**config.mk**
```make
export PLATFORM = sky130hd
export DESIGN_NAME = snd_mixer
export DESIGN_NICKNAME = d
export VERILOG_FILES = /design/src/logic/snd_pkg.sv /design/src/logic/snd_mixer.sv
export VERILOG_INCLUDE_DIRS = /design/src /design/src/logic
export SDC_FILE = /design/constraint.sdc
export NUM_CORES = 1
export LEC_CHECK = 0
export BUFFER_PORTS_ARGS = -buffer_cell sky130_fd_sc_hd__buf_2
export CAP_MARGIN = 15
export CORE_MARGIN = 10
export CORE_UTILIZATION = 40
export CTS_CLUSTER_DIAMETER = 50
export DETAILED_ROUTE_END_ITERATION = 10
export GPL_TIMING_DRIVEN = 1
export MAX_ROUTING_LAYER = met4
export PLACE_DENSITY_LB_ADDON = 0.08
export SYNTH_ARGS = -nofsm -noshare
export SYNTH_HDL_FRONTEND = slang
export SYNTH_SLANG_ARGS = --single-unit
```
**constraint.sdc**
```tcl
create_clock -name clk -period 3.65 [get_ports clk]
set_input_delay 0.365 -clock clk [delete_from_list [all_inputs] [get_ports clk]]
set_output_delay 0.365 -clock clk [all_outputs]
set_load 0.005 [all_outputs]
```
**src/logic/snd_macros.svh**
```systemverilog
// board constants only; region codes are for address bits 13..11 with bits 15..14 clear
`ifndef SND_MACROS_SVH
`define SND_MACROS_SVH

// region codes on address bits 13..11
`define SND_RGN_RAM     3'd0
`define SND_RGN_OPN     3'd1
`define SND_RGN_OPL     3'd2
`define SND_RGN_LATCH   3'd6
`define SND_RGN_OKI     3'd7

`define SND_RAM_AW      11      // 2 KB work RAM

// channel gains in 4.4, 8'h10 is unity
`define SND_OPN_GAIN    8'h10
`define SND_OPL_GAIN    8'h10
`define SND_PCM_GAIN    8'h10
`define SND_PSG_GAIN    8'h10

// dc filter time constant, roughly 64 samples
`define SND_DC_SHIFT    6
`define SND_PSG_SCALE   5       // 10-bit psg up to 15 bits

`define SND_OKI_DIV     3       // opl enable divided down for the ADPCM

`endif
```
**src/logic/snd_pkg.sv**
```systemverilog
// shared bus and audio types for the sound board; widths fixed for a 6502 bus and 16-bit audio
package snd_pkg;

    // sound CPU address bus, 64 KB space
    typedef logic [15:0] cpu_addr_t;

    // sound CPU data byte, shared by all chip buses
    typedef logic [7:0] cpu_data_t;

    // two's complement audio sample at the mixer
    typedef logic signed [15:0] sample_t;

    // raw PSG output from the OPN, unsigned with a large DC offset
    typedef logic [9:0] psg_t;

    // channel gain, 4.4 fixed point
    // 8'h10 is unity, 8'h08 is half
    typedef logic [7:0] gain_t;

    // decoded region of the current CPU address
    typedef enum logic [2:0] {
        rgn_ram,        // 2 KB work RAM
        rgn_opn,        // OPN type FM chip
        rgn_opl,        // OPL type FM chip
        rgn_nmi_clr,    // sound latch read, also acks the NMI
        rgn_oki,        // ADPCM chip
        rgn_rom,        // program ROM, bits 15..14 not both zero
        rgn_none        // unmapped, reads as 8'hff
    } region_t;

    // the bank register sits on top of the ROM writes
    // so it has no region of its own
    // the latch region only decodes on reads
    // a write there falls to rgn_none

endpackage

```
**src/logic/snd_mixer.sv**
```systemverilog
// fixed gain four channel mixer; gains come from the macros, output saturates to 16 bits
`timescale 1ns/1ps
`include "snd_macros.svh"

module snd_mixer (
    input  logic             clk,
    input  logic             rst,
    input  logic             cen,      // sample strobe
    input  snd_pkg::sample_t ch0,      // opn fm
    input  snd_pkg::sample_t ch1,      // opl fm
    input  snd_pkg::sample_t ch2,      // adpcm
    input  snd_pkg::sample_t ch3,      // psg after dc removal
    output snd_pkg::sample_t mixed,
    output logic             peak      // this sample was clipped
);
    localparam snd_pkg::gain_t gain0 = `SND_OPN_GAIN;
    localparam snd_pkg::gain_t gain1 = `SND_OPL_GAIN;
    localparam snd_pkg::gain_t gain2 = `SND_PCM_GAIN;
    localparam snd_pkg::gain_t gain3 = `SND_PSG_GAIN;

    logic signed [24:0] prod0;
    logic signed [24:0] prod1;
    logic signed [24:0] prod2;
    logic signed [24:0] prod3;
    logic signed [26:0] sum;       // two guard bits for four terms
    logic signed [22:0] scaled;    // back to integer after 4.4
    logic               over;
    logic               under;
    snd_pkg::sample_t   clamped;

    // gain is unsigned, zero-extend before the signed product
    function automatic logic signed [24:0] weigh(input snd_pkg::sample_t s,
                                                 input snd_pkg::gain_t g);
        return s * $signed({1'b0, g});
    endfunction

    assign prod0  = weigh(ch0, gain0);
    assign prod1  = weigh(ch1, gain1);
    assign prod2  = weigh(ch2, gain2);
    assign prod3  = weigh(ch3, gain3);
    assign sum    = prod0 + prod1 + prod2 + prod3;
    assign scaled = sum[26:4];    // drop the fraction

    always_comb begin
        over    = scaled > 23'sd32767;
        under   = scaled < -23'sd32768;
        clamped = scaled[15:0];
        if (over) begin
            clamped = 16'sh7fff;
        end else if (under) begin
            clamped = 16'sh8000;
        end
    end

    always_ff @(posedge clk) begin
        if (rst) begin
            mixed <= '0;
            peak  <= 1'b0;
        end else if (cen) begin
            mixed <= clamped;
            peak  <= over | under;   // held for the whole sample
        end
    end

endmodule

```
## Word-level counts from Yosys, hierarchy flattened

Cells that the tools add are included.
Widths: inputs -> output; s select.

- Bits in registers: 17
- Logic and storage cells: 10

- Add/subtract/negate cells: 3
- Magnitude comparators: 2
- Muxes and demuxes: 2
- Bitwise gates (word level): 1

Operators by type and width:

| operator | number |
|---|---|
| $mux 16 | 2 |
| $add 22x20->23 | 1 |
| $add 21x20->22 | 1 |
| $add 20x20->21 | 1 |
| $gt 19x16->1 const B | 1 |
| $lt 19x16->1 const B | 1 |
| $or 1x1->1 | 1 |

## Longest topological paths before layout

Gate-level depths: netlist of run 1.

- Word-level depth: 6
- Mapped depth: 15

## Least setup slack after synthesis of run 1

OpenSTA, ideal clock, no wires.

- Path kind: input -> register
- From: input ch0[1]
- To: register mixed[11]
- Setup time: 0.080 ns
- Arrival time: 3.842 ns
- Required time: 3.570 ns
- Slack: -0.272 ns
- Stages on the path: 15
- Path buffers: 1
- Path through: inv_1 -> fa_1 -> inv_1 -> fa_1 -> ha_1 -> fa_1 -> a21o_1 -> a221o_2 -> a311oi_1 -> nor2_2 -> xnor2_4 -> o31ai_4 -> buf_6 -> nand2_1 -> a211oi_2

- Cells in the longest elaborated chain, start to end: 6
- Elaborated cells between the ends (all ways): 7
- Those cells by class: add/sub: 3; order compare: 2; mux: 2

RTL lines:

| element | RTL line | text |
|---|---|---|
| start: declaration | snd_mixer.sv:9 | `input snd_pkg::sample_t ch0,` |
| $add 20x20->21 (*) | snd_mixer.sv:41 | `assign sum = prod0 + prod1 + prod2 + prod3;` |
| $add 21x20->22 (*) | snd_mixer.sv:41 |  |
| $add 22x20->23 (*) | snd_mixer.sv:41 |  |
| $lt 19x16->1 | snd_mixer.sv:46 | `under = scaled < -23'sd32768;` |
| $mux 16 | snd_mixer.sv:50 | `end else if (under) begin` |
| $mux 16 (*) | snd_mixer.sv:48 | `if (over) begin` |
| end signal: assignment | snd_mixer.sv:60 | `mixed <= clamped;` |
| end: declaration | snd_mixer.sv:13 | `output snd_pkg::sample_t mixed,` |

Every way passes the cells marked *; elsewhere a longest branch is shown, timed or not.
A chain may end at the register's enable or synchronous reset.

## Worst setup path after layout of run 1

- From: input ch0[1]
- To: register mixed[0]

The elaborated chain is that of the path after synthesis.

==> results of run 1 <==
==> flip-flops by register name, summed over array words and instances, names as in the netlist <==
signal	cells
mixed	16
peak	1
==> area by class of cell <==
cell class | instances | area, µm²
fill | 639 | 2940
multi-input combinational | 185 | 1870
inverter | 93 | 357
sequential | 17 | 340
clock buffer | 4 | 45.0
timing repair buffer | 117 | 703
tap | 77 | 96.3
==> worst min-delay path by stage <==
| stage | from | end | depth (start not counted) | slack, ns |
|---|---|---|---|---|
| global route | mixed[2]$_SDFFE_PP0P_ | mixed[2]$_SDFFE_PP0P_ | 2 | 0.51 |
| finish | mixed[1]$_SDFFE_PP0P_ | mixed[1]$_SDFFE_PP0P_ | 2 | 0.47 |
| floorplan | mixed[0]$_SDFFE_PP0P_ | mixed[0]$_SDFFE_PP0P_ | 2 | 0.47 |
| CTS | mixed[1]$_SDFFE_PP0P_ | mixed[1]$_SDFFE_PP0P_ | 2 | 0.48 |
| detailed placement | mixed[1]$_SDFFE_PP0P_ | mixed[1]$_SDFFE_PP0P_ | 2 | 0.47 |
| global placement | mixed[0]$_SDFFE_PP0P_ | mixed[0]$_SDFFE_PP0P_ | 2 | 0.46 |
==> logic make-up after synthesis <==
| kind of cell | synth area share [%] |
|---|---|
| buffers and inverters | 16.2 |
| and+or+nand+nor | 11.5 |
| AOI/OAI and AO/OA | 18.6 |
| adders and majority gates | 34.0 |
| DFF | 13.1 |
| xor gates and xnor gates | 6.15 |
| muxes | 0.385 |
==> power by group through the flow <==
stage                     clock network [mW]  registers (mW)  logic (mW)
final                                  0.135           0.278        1.63
after detailed placement                   0           0.283        1.59
after global routing                   0.146           0.287        1.83
after CTS                              0.140           0.279        1.67
after floorplan                            0           0.288        1.09
after global placement                     0           0.281        1.59
==> Yosys cell counts (all sizes together) (4+ instances only) <==
| cell | n | area, µm² |
|---|---|---|
| a211oi | 12 | 145 |
| a21o | 4 | 30.0 |
| a21oi | 17 | 92.6 |
| buf | 5 | 46.3 |
| dfxtp | 17 | 340 |
| fa | 33 | 661 |
| ha | 18 | 225 |
| inv | 93 | 349 |
| nand2 | 24 | 90.1 |
| nor2 | 24 | 92.6 |
| o21ai | 5 | 28.8 |
| xnor2 | 11 | 134 |
==> worst max-delay path, stage by stage <==
cell and delay, ns:
buf_8 0.08, inv_8 0.02, fa_1 0.53, inv_1 0.05, fa_1 0.46, ha_2 0.22, fa_2 0.34, a21o_1 0.20
a221o_2 0.39, a311oi_2 0.24, nor2_2 0.11, xnor2_4 0.15, o31ai_4 0.22, buf_6 0.16, nand3b_1 0.12, o32ai_1 0.15
==> routing by layer <==
layer / part of all wire (%) / global-route usage (%) / up-vias
met5: 0 / - / -
met4: 0.21 / 1.63 / 0
met3: 5.3 / 2.26 / 2
met2: 49 / 20.3 / 53
met1: 45 / 14.7 / 999
li1: - / - / 1163
==> repair_timing <==
action,in CTS,in global routing
pin swaps,9,6
resized for setup,12,1
setup buffers,2,0
setup endpoints to repair,16,16
hold buffers,0,0
==> results by group, run 1 <==
Critical path
  – Setup slack, reg-to-reg: approximately 2.9 ns
  – Critical R2R Capture: mixed[0]$_SDFFE_PP0P_
  – Crit. End Element: register
  – CP Data Required Time: about 3.8 ns
  – Setup CP Type: in -> reg
  – Crit-path max FO: 7
  – CP Launch Type: input port
  – Reg2reg path depth: 2
  – Worst Path Arrival: approximately 3.8 ns
  – Worst Setup SP: ch0[1]
  – R2R Path Start: mixed[0]$_SDFFE_PP0P_
  – Critical path destination: mixed[0]$_SDFFE_PP0P_

Power and ir drop
  – P per Cell Area: about 600 nW/µm²
  – Total power draw: roughly 2.0 mW
  – Net Switching: around 910 µW
  – Switch share: 44.7%
  – Seq pwr share: between 10% and 20%
  – Internal power: around 1.1 mW
  – Clk pwr share: ~6.6%
  – Leakage power: around 1.9 nW
  – Worst vdd ir: 361 µV
  – Combinational Power Share: 79.8%

Logic synthesis
  – Yosys reg bits: 17
  – Post-synthesis sequential area ratio: a little over an eighth
  – Synth cell types: 48
  – Post-Syn Instances: ~300
  – Synth warn: 0
  – Syn_area_per_cell: around 8.6 µm²
  – Primary FF master, synth: dfxtp_1
  – Asr flop ratio synth: 0%
  – EDFF count, synth: 0
  – Synthesized net count: 421
  – Synthesized area: ~2600 µm²

Run status
  – Failing checks: setup timing
  – Outcome: complete, but fails checks

Clock tree
  – Clock-pin slew of the registers on the worst-case setup and hold paths: 0.06 ns
  – Clk root buf: clkbuf_8
  – CTS Buffer Depth: 2
  – CTS tree: built
  – Num Clock Sinks: 17
  – H-tree Lvls: 1
  – CTS Buf Count: 3
  – Clock latency at the later pin of the worst-skew pair: between 0.2 and 0.25 ns

Routing
  – DR iter-0 viols: 27
  – Wire per inst: between 10 and 15 µm
  – Final wirelength: 5.61 mm
  – 1st-pass router iterations: 4
  – # DRC: 0
  – Vias: 2,217
  – Post-route ant nets: 0
  – Drt via density: roughly 4.5

Floorplanning
  – Boundary Pins: 84
  – Starting Density: between 40 and 50%
  – Full die area: 10,100 µm²
  – Die H: slightly above 100 µm
  – Core Area: 6350 µm²
  – Chip width: ~100 µm
  – Core Rows: 29

STA
  – RSZ-0062 raised after global routing: true
  – Relative slew slack: 65.5%
  – # setup viols final: 9
  – Worst Skew: 0 ns
  – Tmin final: around 3.7 ns
  – Period Utilization, post-route: 101%
  – Setup tns final: -0.134 ns
  – Final number of max-transition violations: 0
  – Peak Freq: ~270 MHz
  – Hold Fails Final Rpt: 0
  – Worst setup margin: -0.0277 ns
  – Min Hold Slack: between 0.4 and 0.5 ns
  – Slew @ Worst Pin: slightly above 0.5 ns

Global routing
  – Largest net degree at the start of global routing: 21
  – GRT Total Usage: between 10% and 20%
  – First-pass GRT wire length: a little over 10 mm
  – Vias in the first global route: approximately 2,500
  – Initial antenna violation count: 0
  – Total grt overflow: 0

Layout
  – Commonest cells after routing, fill and taps aside: 91 x inv_1, 82 x buf_2, 32 x fa_1, 28 x buf_4, 23 x nor2_1
  – Post-layout util: 53.7%
  – ANT cells: 0
  – Post-synthesis to final-layout area growth: 31.0%
  – Nets: between 500 and 600
  – Layout cells sized above 1: between 30% and 40%
  – Commonest non-fill, non-tap cell in the layout: inv_1
  – Final instance area: roughly 3400 µm²
  – Final std cells w/o fill: between 400 and 500

Placed design
  – Final Wtd Congestion: approximately 0.83
  – Port bufs: a little over 80
  – DP HPWL: 5.14 mm
  – Dpl ws: -0.401 ns
  – Inst Count DP: just under 500
  – Area post-placement: between 3000 and 4000 µm²

Job
  – Max-cap violations: 0

Hold path
  – Tightest Hold Check Type: reg -> reg
Note: power is estimated with default switching activity, not from simulation.
==> run 2, diff against run 1 <==
--- a/config.mk
+++ b/config.mk
@@ -15,6 +15,7 @@
 export GPL_TIMING_DRIVEN = 1
 export MAX_ROUTING_LAYER = met4
 export PLACE_DENSITY_LB_ADDON = 0.08
+export SETUP_SLACK_MARGIN = 0.5
 export SYNTH_ARGS = -nofsm -noshare
 export SYNTH_HDL_FRONTEND = slang
 export SYNTH_SLANG_ARGS = --single-unit
==> results by group, run 2 (synthesis gave the netlist of run 1 again) <==
Critical path
  – Setup slack, reg-to-reg: about 2.9 ns
  – Worst-path cell chain: buf_6, inv_2, fa_1, inv_1, fa_1, ha_2, fa_2, a21o_1, a221o_2, a311oi_2, nor2_2, xnor2_4, o31ai_4, buf_6, nand3b_1, o32ai_2
  – CP peak stage delay: 0.53 ns
  – Critical R2R Capture: mixed[1]$_SDFFE_PP0P_
  – Worst Path Arrival: 3.86 ns
  – R2R Path Start: mixed[1]$_SDFFE_PP0P_
  – Reg2reg path depth: 2
  – Setup CP Type: in -> reg
  – Crit-path max FO: 6
  – Worst Setup SP: ch2[1]
  – CP Data Required Time: roughly 3.8 ns
  – Crit. End Element: register
  – Slowest-stage cell, CP: fa_1
  – CP Launch Type: input port

Clock tree
  – CTS tree: built
  – Clock-pin slew of the registers on the worst-case setup and hold paths: 0.06 ns
  – CTS Buffer Depth: 2
  – Clk root buf: clkbuf_8
  – Num Clock Sinks: 17
  – Clock latency at the later pin of the worst-skew pair: 0.25 ns
  – H-tree Lvls: 1
  – CTS Buf Count: 3
  – Cts hold-fix bufs: 0

Global routing
  – Total grt overflow: 0
  – Largest net degree at the start of global routing: 21
  – Vias in the first global route: between 2,000 and 2,500
  – Initial antenna violation count: 0
  – First-pass GRT wire length: 10.1 mm
  – GRT Total Usage: a little under an eighth

Floorplanning
  – Starting Density: 41.0%
  – Core Area: ~6300 µm²
  – Chip width: ~100 µm
  – Die H: between 100 and 150 µm
  – Core Rows: 29
  – Full die area: 10,100 µm²
  – Boundary Pins: 84

Layout
  – Post-layout util: between 50% and 60%
  – Max FFs per register: 16
  – ANT cells: 0
  – Final instance area: about 3500 µm²
  – Commonest non-fill, non-tap cell in the layout: inv_1
  – Nets: about 530
  – Top reg by flops: mixed
  – Commonest cells after routing, fill and taps aside: 85 x inv_1, 79 x buf_2, 32 x fa_1, 28 x buf_4, 23 x nor2_1
  – Top Registers: mixed (16), peak (1)
  – Layout cells sized above 1: 41.3%
  – Post-synthesis to final-layout area growth: 34.4%

Placed design
  – Dpl ws: -0.398 ns
  – Area post-placement: roughly 3300 µm²
  – Final Wtd Congestion: 0.809
  – DP HPWL: between 5 and 6 mm
  – Port bufs: 83

STA
  – Period Utilization, post-route: 101%
  – Tmin final: 3.70 ns
  – Peak Freq: approximately 270 MHz
  – RSZ-0062 raised after global routing: true
  – Final number of max-transition violations: 0
  – Relative slew slack: ~65%
  – Slew @ Worst Pin: around 0.52 ns
  – Hold Fails Final Rpt: 0
  – # setup viols final: 13
  – Worst setup margin: -0.0487 ns
  – Worst Skew: 0 ns

Routing
  – Drt via density: around 4.6
  – Final wirelength: between 5 and 6 mm
  – # DRC: 0
  – Post-route ant nets: 0
  – DR iter-0 viols: 35
  – Wire per inst: about 12 µm
  – 1st-pass router iterations: 4
  – Vias: 2,260

Power and ir drop
  – Clk pwr share: about 6.5%
  – Internal power: roughly 1.2 mW
  – P per Cell Area: a little over 600 nW/µm²
  – Net Switching: ~970 µW
  – Seq pwr share: 13.1%
  – Combinational Power Share: approximately 80%
  – Leakage power: 1.89 nW
  – Total power draw: 2.13 mW
  – Switch share: a little under half
  – Worst vdd ir: around 360 µV

Run status
  – Outcome: complete, but fails checks
  – Failing checks: setup timing

Hold path
  – Tightest Hold Check Type: reg -> reg
  – Worst hold stages: 2
  – WHS Endpoint: mixed[2]$_SDFFE_PP0P_
  – HP Start: mixed[2]$_SDFFE_PP0P_

Job
  – Max-cap violations: 0
run 2: power by group through the flow:
stage,registers (mW),logic [mW],clock network [mW]
after CTS,0.279,1.70,0.145
final,0.278,1.71,0.139
after global placement,0.282,1.57,0
after detailed placement,0.282,1.58,0
after global routing,0.287,1.90,0.153
after floorplan,0.288,1.09,0
run 2: worst max-delay path, delay by kind of cell:
family                   cells  cell delay [ns]
adder cells (fa/ha/maj)      4             1.54
AO/OA/AOI/OAI                5             1.23
buffers and inverters        4             0.30
AND/OR/NAND/NOR              2             0.26
XOR/XNOR                     1             0.17
run 2: final cells by class:
class                      count  area (µm²)
sequential                    17         340
inverter                      93         357
fill                         612        2850
tap                           77        96.3
timing repair buffer         115         696
clock buffer                   4        45.0
multi-input combinational    185        1960
run 2: worst max path at each step:
stage                                        end  cells after the start
after global routing       mixed[2]$_SDFFE_PP0P_                     16
after global placement     mixed[7]$_SDFFE_PP0P_                     16
after floorplan           mixed[11]$_SDFFE_PP0P_                     15
final                      mixed[1]$_SDFFE_PP0P_                     16
after CTS                  mixed[0]$_SDFFE_PP0P_                     16
after detailed placement  mixed[10]$_SDFFE_PP0P_                     16
run 2: stage by stage:
stage | std cells | setup TNS [ns] | hold WS (ns)
5_1_grt | 491 | -2.56 | 0.510
4_1_cts | 491 | -0.751 | 0.476
6_report | 491 | -0.268 | 0.483
3_3_place_gp | 484 | -4.64 | 0.463
3_5_place_dp | 484 | -6.02 | 0.466
2_1_floorplan | 303 | -1.03 | 0.470
run 2: what timing repair did:
item                       4_1_cts  5_1_grt
gates resized for setup         19       13
cloned                           0        0
setup endpoints to repair       17       17
pin swaps                       31        6
buffers inserted                 3        0
run 2: per-layer routing:
layer / GRT usage (%) / wire [µm]
met5: - / 0
met4: 1.63 / 14
met3: 2.13 / 267
met2: 21.5 / 2940
met1: 13.5 / 2640
==> run 3, diff against run 2 <==
--- a/config.mk
+++ b/config.mk
@@ -8,6 +8,7 @@
 export LEC_CHECK = 0
 export BUFFER_PORTS_ARGS = -buffer_cell sky130_fd_sc_hd__buf_2
 export CAP_MARGIN = 15
+export CORE_ASPECT_RATIO = 2
 export CORE_MARGIN = 10
 export CORE_UTILIZATION = 40
 export CTS_CLUSTER_DIAMETER = 50
==> results by group, run 3 (synthesis gave the netlist of run 1 again) <==
Run status
  – Outcome: complete, but fails checks
  – Failing checks: setup timing

Routing
  – Post-route ant nets: 0
  – 1st-pass router iterations: 4
  – Final wirelength: roughly 6.2 mm
  – # DRC: 0
  – Vias: roughly 2,300
  – Wire per inst: 12.4 µm
  – DR iter-0 viols: 52
  – Drt via density: roughly 4.6

Clock tree
  – Clock latency at the later pin of the worst-skew pair: between 0.2 and 0.3 ns
  – CTS tree: built
  – CTS Buffer Depth: 2
  – Clock-pin slew of the registers on the worst-case setup and hold paths: roughly 0.05 ns
  – H-tree Lvls: 1
  – Clk root buf: clkbuf_16
  – Num Clock Sinks: 17
  – CTS Buf Count: 3

Critical path
  – CP most frequent cell: fa_2
  – Slowest-stage cell, CP: fa_1
  – Crit-path max FO: 8
  – Crit. End Element: register
  – Setup CP Type: in -> reg
  – Worst Path Arrival: approximately 3.8 ns
  – CP Data Required Time: 3.81 ns
  – Worst-path cell chain: buf_8, inv_8, fa_1, inv_2, fa_2, ha_2, fa_2, a21o_1, a221o_2, a21oi_4, o21ai_2, xnor2_4, o31ai_4, buf_6, nand3b_1, o32ai_1
  – CP Launch Type: input port
  – CP peak stage delay: ~0.55 ns

STA
  – # setup viols final: 2
  – Worst Skew: 0 ns
  – Final number of max-transition violations: 0
  – Period Utilization, post-route: 100%
  – Peak Freq: 274 MHz
  – Relative slew slack: approximately 70%
  – Hold Fails Final Rpt: 0
  – Worst setup margin: -0.00177 ns
  – Tmin final: about 3.7 ns
  – Slew @ Worst Pin: ~0.46 ns
  – Min Hold Slack: about 0.47 ns
  – RSZ-0062 raised after global routing: true

Global routing
  – Largest net degree at the start of global routing: 21
  – GRT Total Usage: between 10% and 20%
  – Initial antenna violation count: 0
  – Total grt overflow: 0
  – Vias in the first global route: 2,701
  – First-pass GRT wire length: 11.2 mm

Power and ir drop
  – P per Cell Area: approximately 640 nW/µm²
  – Worst vdd ir: about 300 µV
  – Leakage power: roughly 1.9 nW

Floorplanning
  – Core Area: approximately 6300 µm²
  – Die H: about 130 µm
  – Core Rows: between 40 and 50
  – Starting Density: between 40% and 50%
  – Boundary Pins: 84
  – Chip width: 77.0 µm
  – Full die area: around 10,000 µm²

Layout
  – Layout cells sized above 1: between 40% and 50%
  – ANT cells: 0
  – Commonest non-fill, non-tap cell in the layout: inv_1
  – Final instance area: 3570 µm²
  – Commonest cells after routing, fill and taps aside: 87 x inv_1, 81 x buf_2, 30 x fa_1, 30 x buf_4, 23 x nor2_1
  – Final-layout fill cell count: approximately 640
  – Max FFs per register: 16
  – Top reg by flops: mixed
  – Top Registers: mixed (16), peak (1)
  – Nets: about 540
  – Post-synthesis to final-layout area growth: 37.1%

Placed design
  – Port bufs: slightly above 80
  – DP HPWL: between 5 and 6 mm
  – Final Wtd Congestion: 0.785
  – Area post-placement: between 3000 and 4000 µm²

Hold path
  – Tightest Hold Check Type: reg -> reg

Job
  – Max-cap violations: 0
[run 3: power breakdown]
group          internal, mW  switching (mW)  leakage (nW)
clock network         0.146          0.0699        0.0409
logic                 0.870           0.907          1.73
registers             0.249          0.0300         0.141
total                  1.27            1.01          1.91
[run 3: repair_timing]
| action | in CTS | in global routing |
|---|---|---|
| gates resized for setup | 28 | 7 |
| pin swaps | 28 | 6 |
| setup endpoints to repair | 17 | 17 |
| hold buffers | 0 | 0 |
| cloned | 0 | 0 |
| buffers inserted | 4 | 6 |
[run 3: critical path, delay by kind of cell]
| family | cells | cell delay (ns) |
|---|---|---|
| compound gates | 6 | 1.32 |
| xor+xnor | 1 | 0.16 |
| simple gates | 1 | 0.13 |
| fa+ha+maj | 4 | 1.52 |
| buf+inv | 4 | 0.31 |
[run 3: final timing paths]
path | start | end | slack [ns] | depth (start not counted)
min | mixed[2]$_SDFFE_PP0P_ | mixed[2]$_SDFFE_PP0P_ | 0.47 | 2
max reg2reg | mixed[1]$_SDFFE_PP0P_ | mixed[1]$_SDFFE_PP0P_ | 2.96 | 2
max | ch0[1] | mixed[1]$_SDFFE_PP0P_ | -0.002 | 16
min reg2reg | mixed[2]$_SDFFE_PP0P_ | mixed[2]$_SDFFE_PP0P_ | 0.47 | 2
[run 3: layout make-up]
cell class / count / area [µm²] / share of cell area, %
multi-input combinational: 185 / 1970 / 55.2
sequential: 17 / 340 / 9.54
tap: 86 / 108 / 3.02
timing repair buffer: 118 / 713 / 20.0
clock inverter: 1 / 5.00 / 0.140
inverter: 93 / 357 / 9.99
clock buffer: 3 / 75.1 / 2.10
[run 3: metal layers]
metal | track usage, % | share of wire, %
met4 | 4.18 | 2.0
met1 | 11.8 | 36
met2 | 26.7 | 60
met5 | - | 0
met3 | 1.27 | 2.4
[run 3: per-stage QoR]
stage / util, % / setup TNS, ns / worst slack, ns / power, mW / std cells
after detailed placement: 51.7 / -7.44 / -0.503 / 1.84 / 489
after CTS: 55.5 / -0.507 / -0.0640 / 2.24 / 497
after floorplan: - / -1.03 / -0.0887 / 1.38 / 303
after global routing: 56.6 / -2.06 / -0.181 / 2.50 / 503
after global placement: 51.7 / -6.29 / -0.429 / 1.83 / 489
final: 56.6 / -0.00224 / -0.00177 / 2.27 / 503
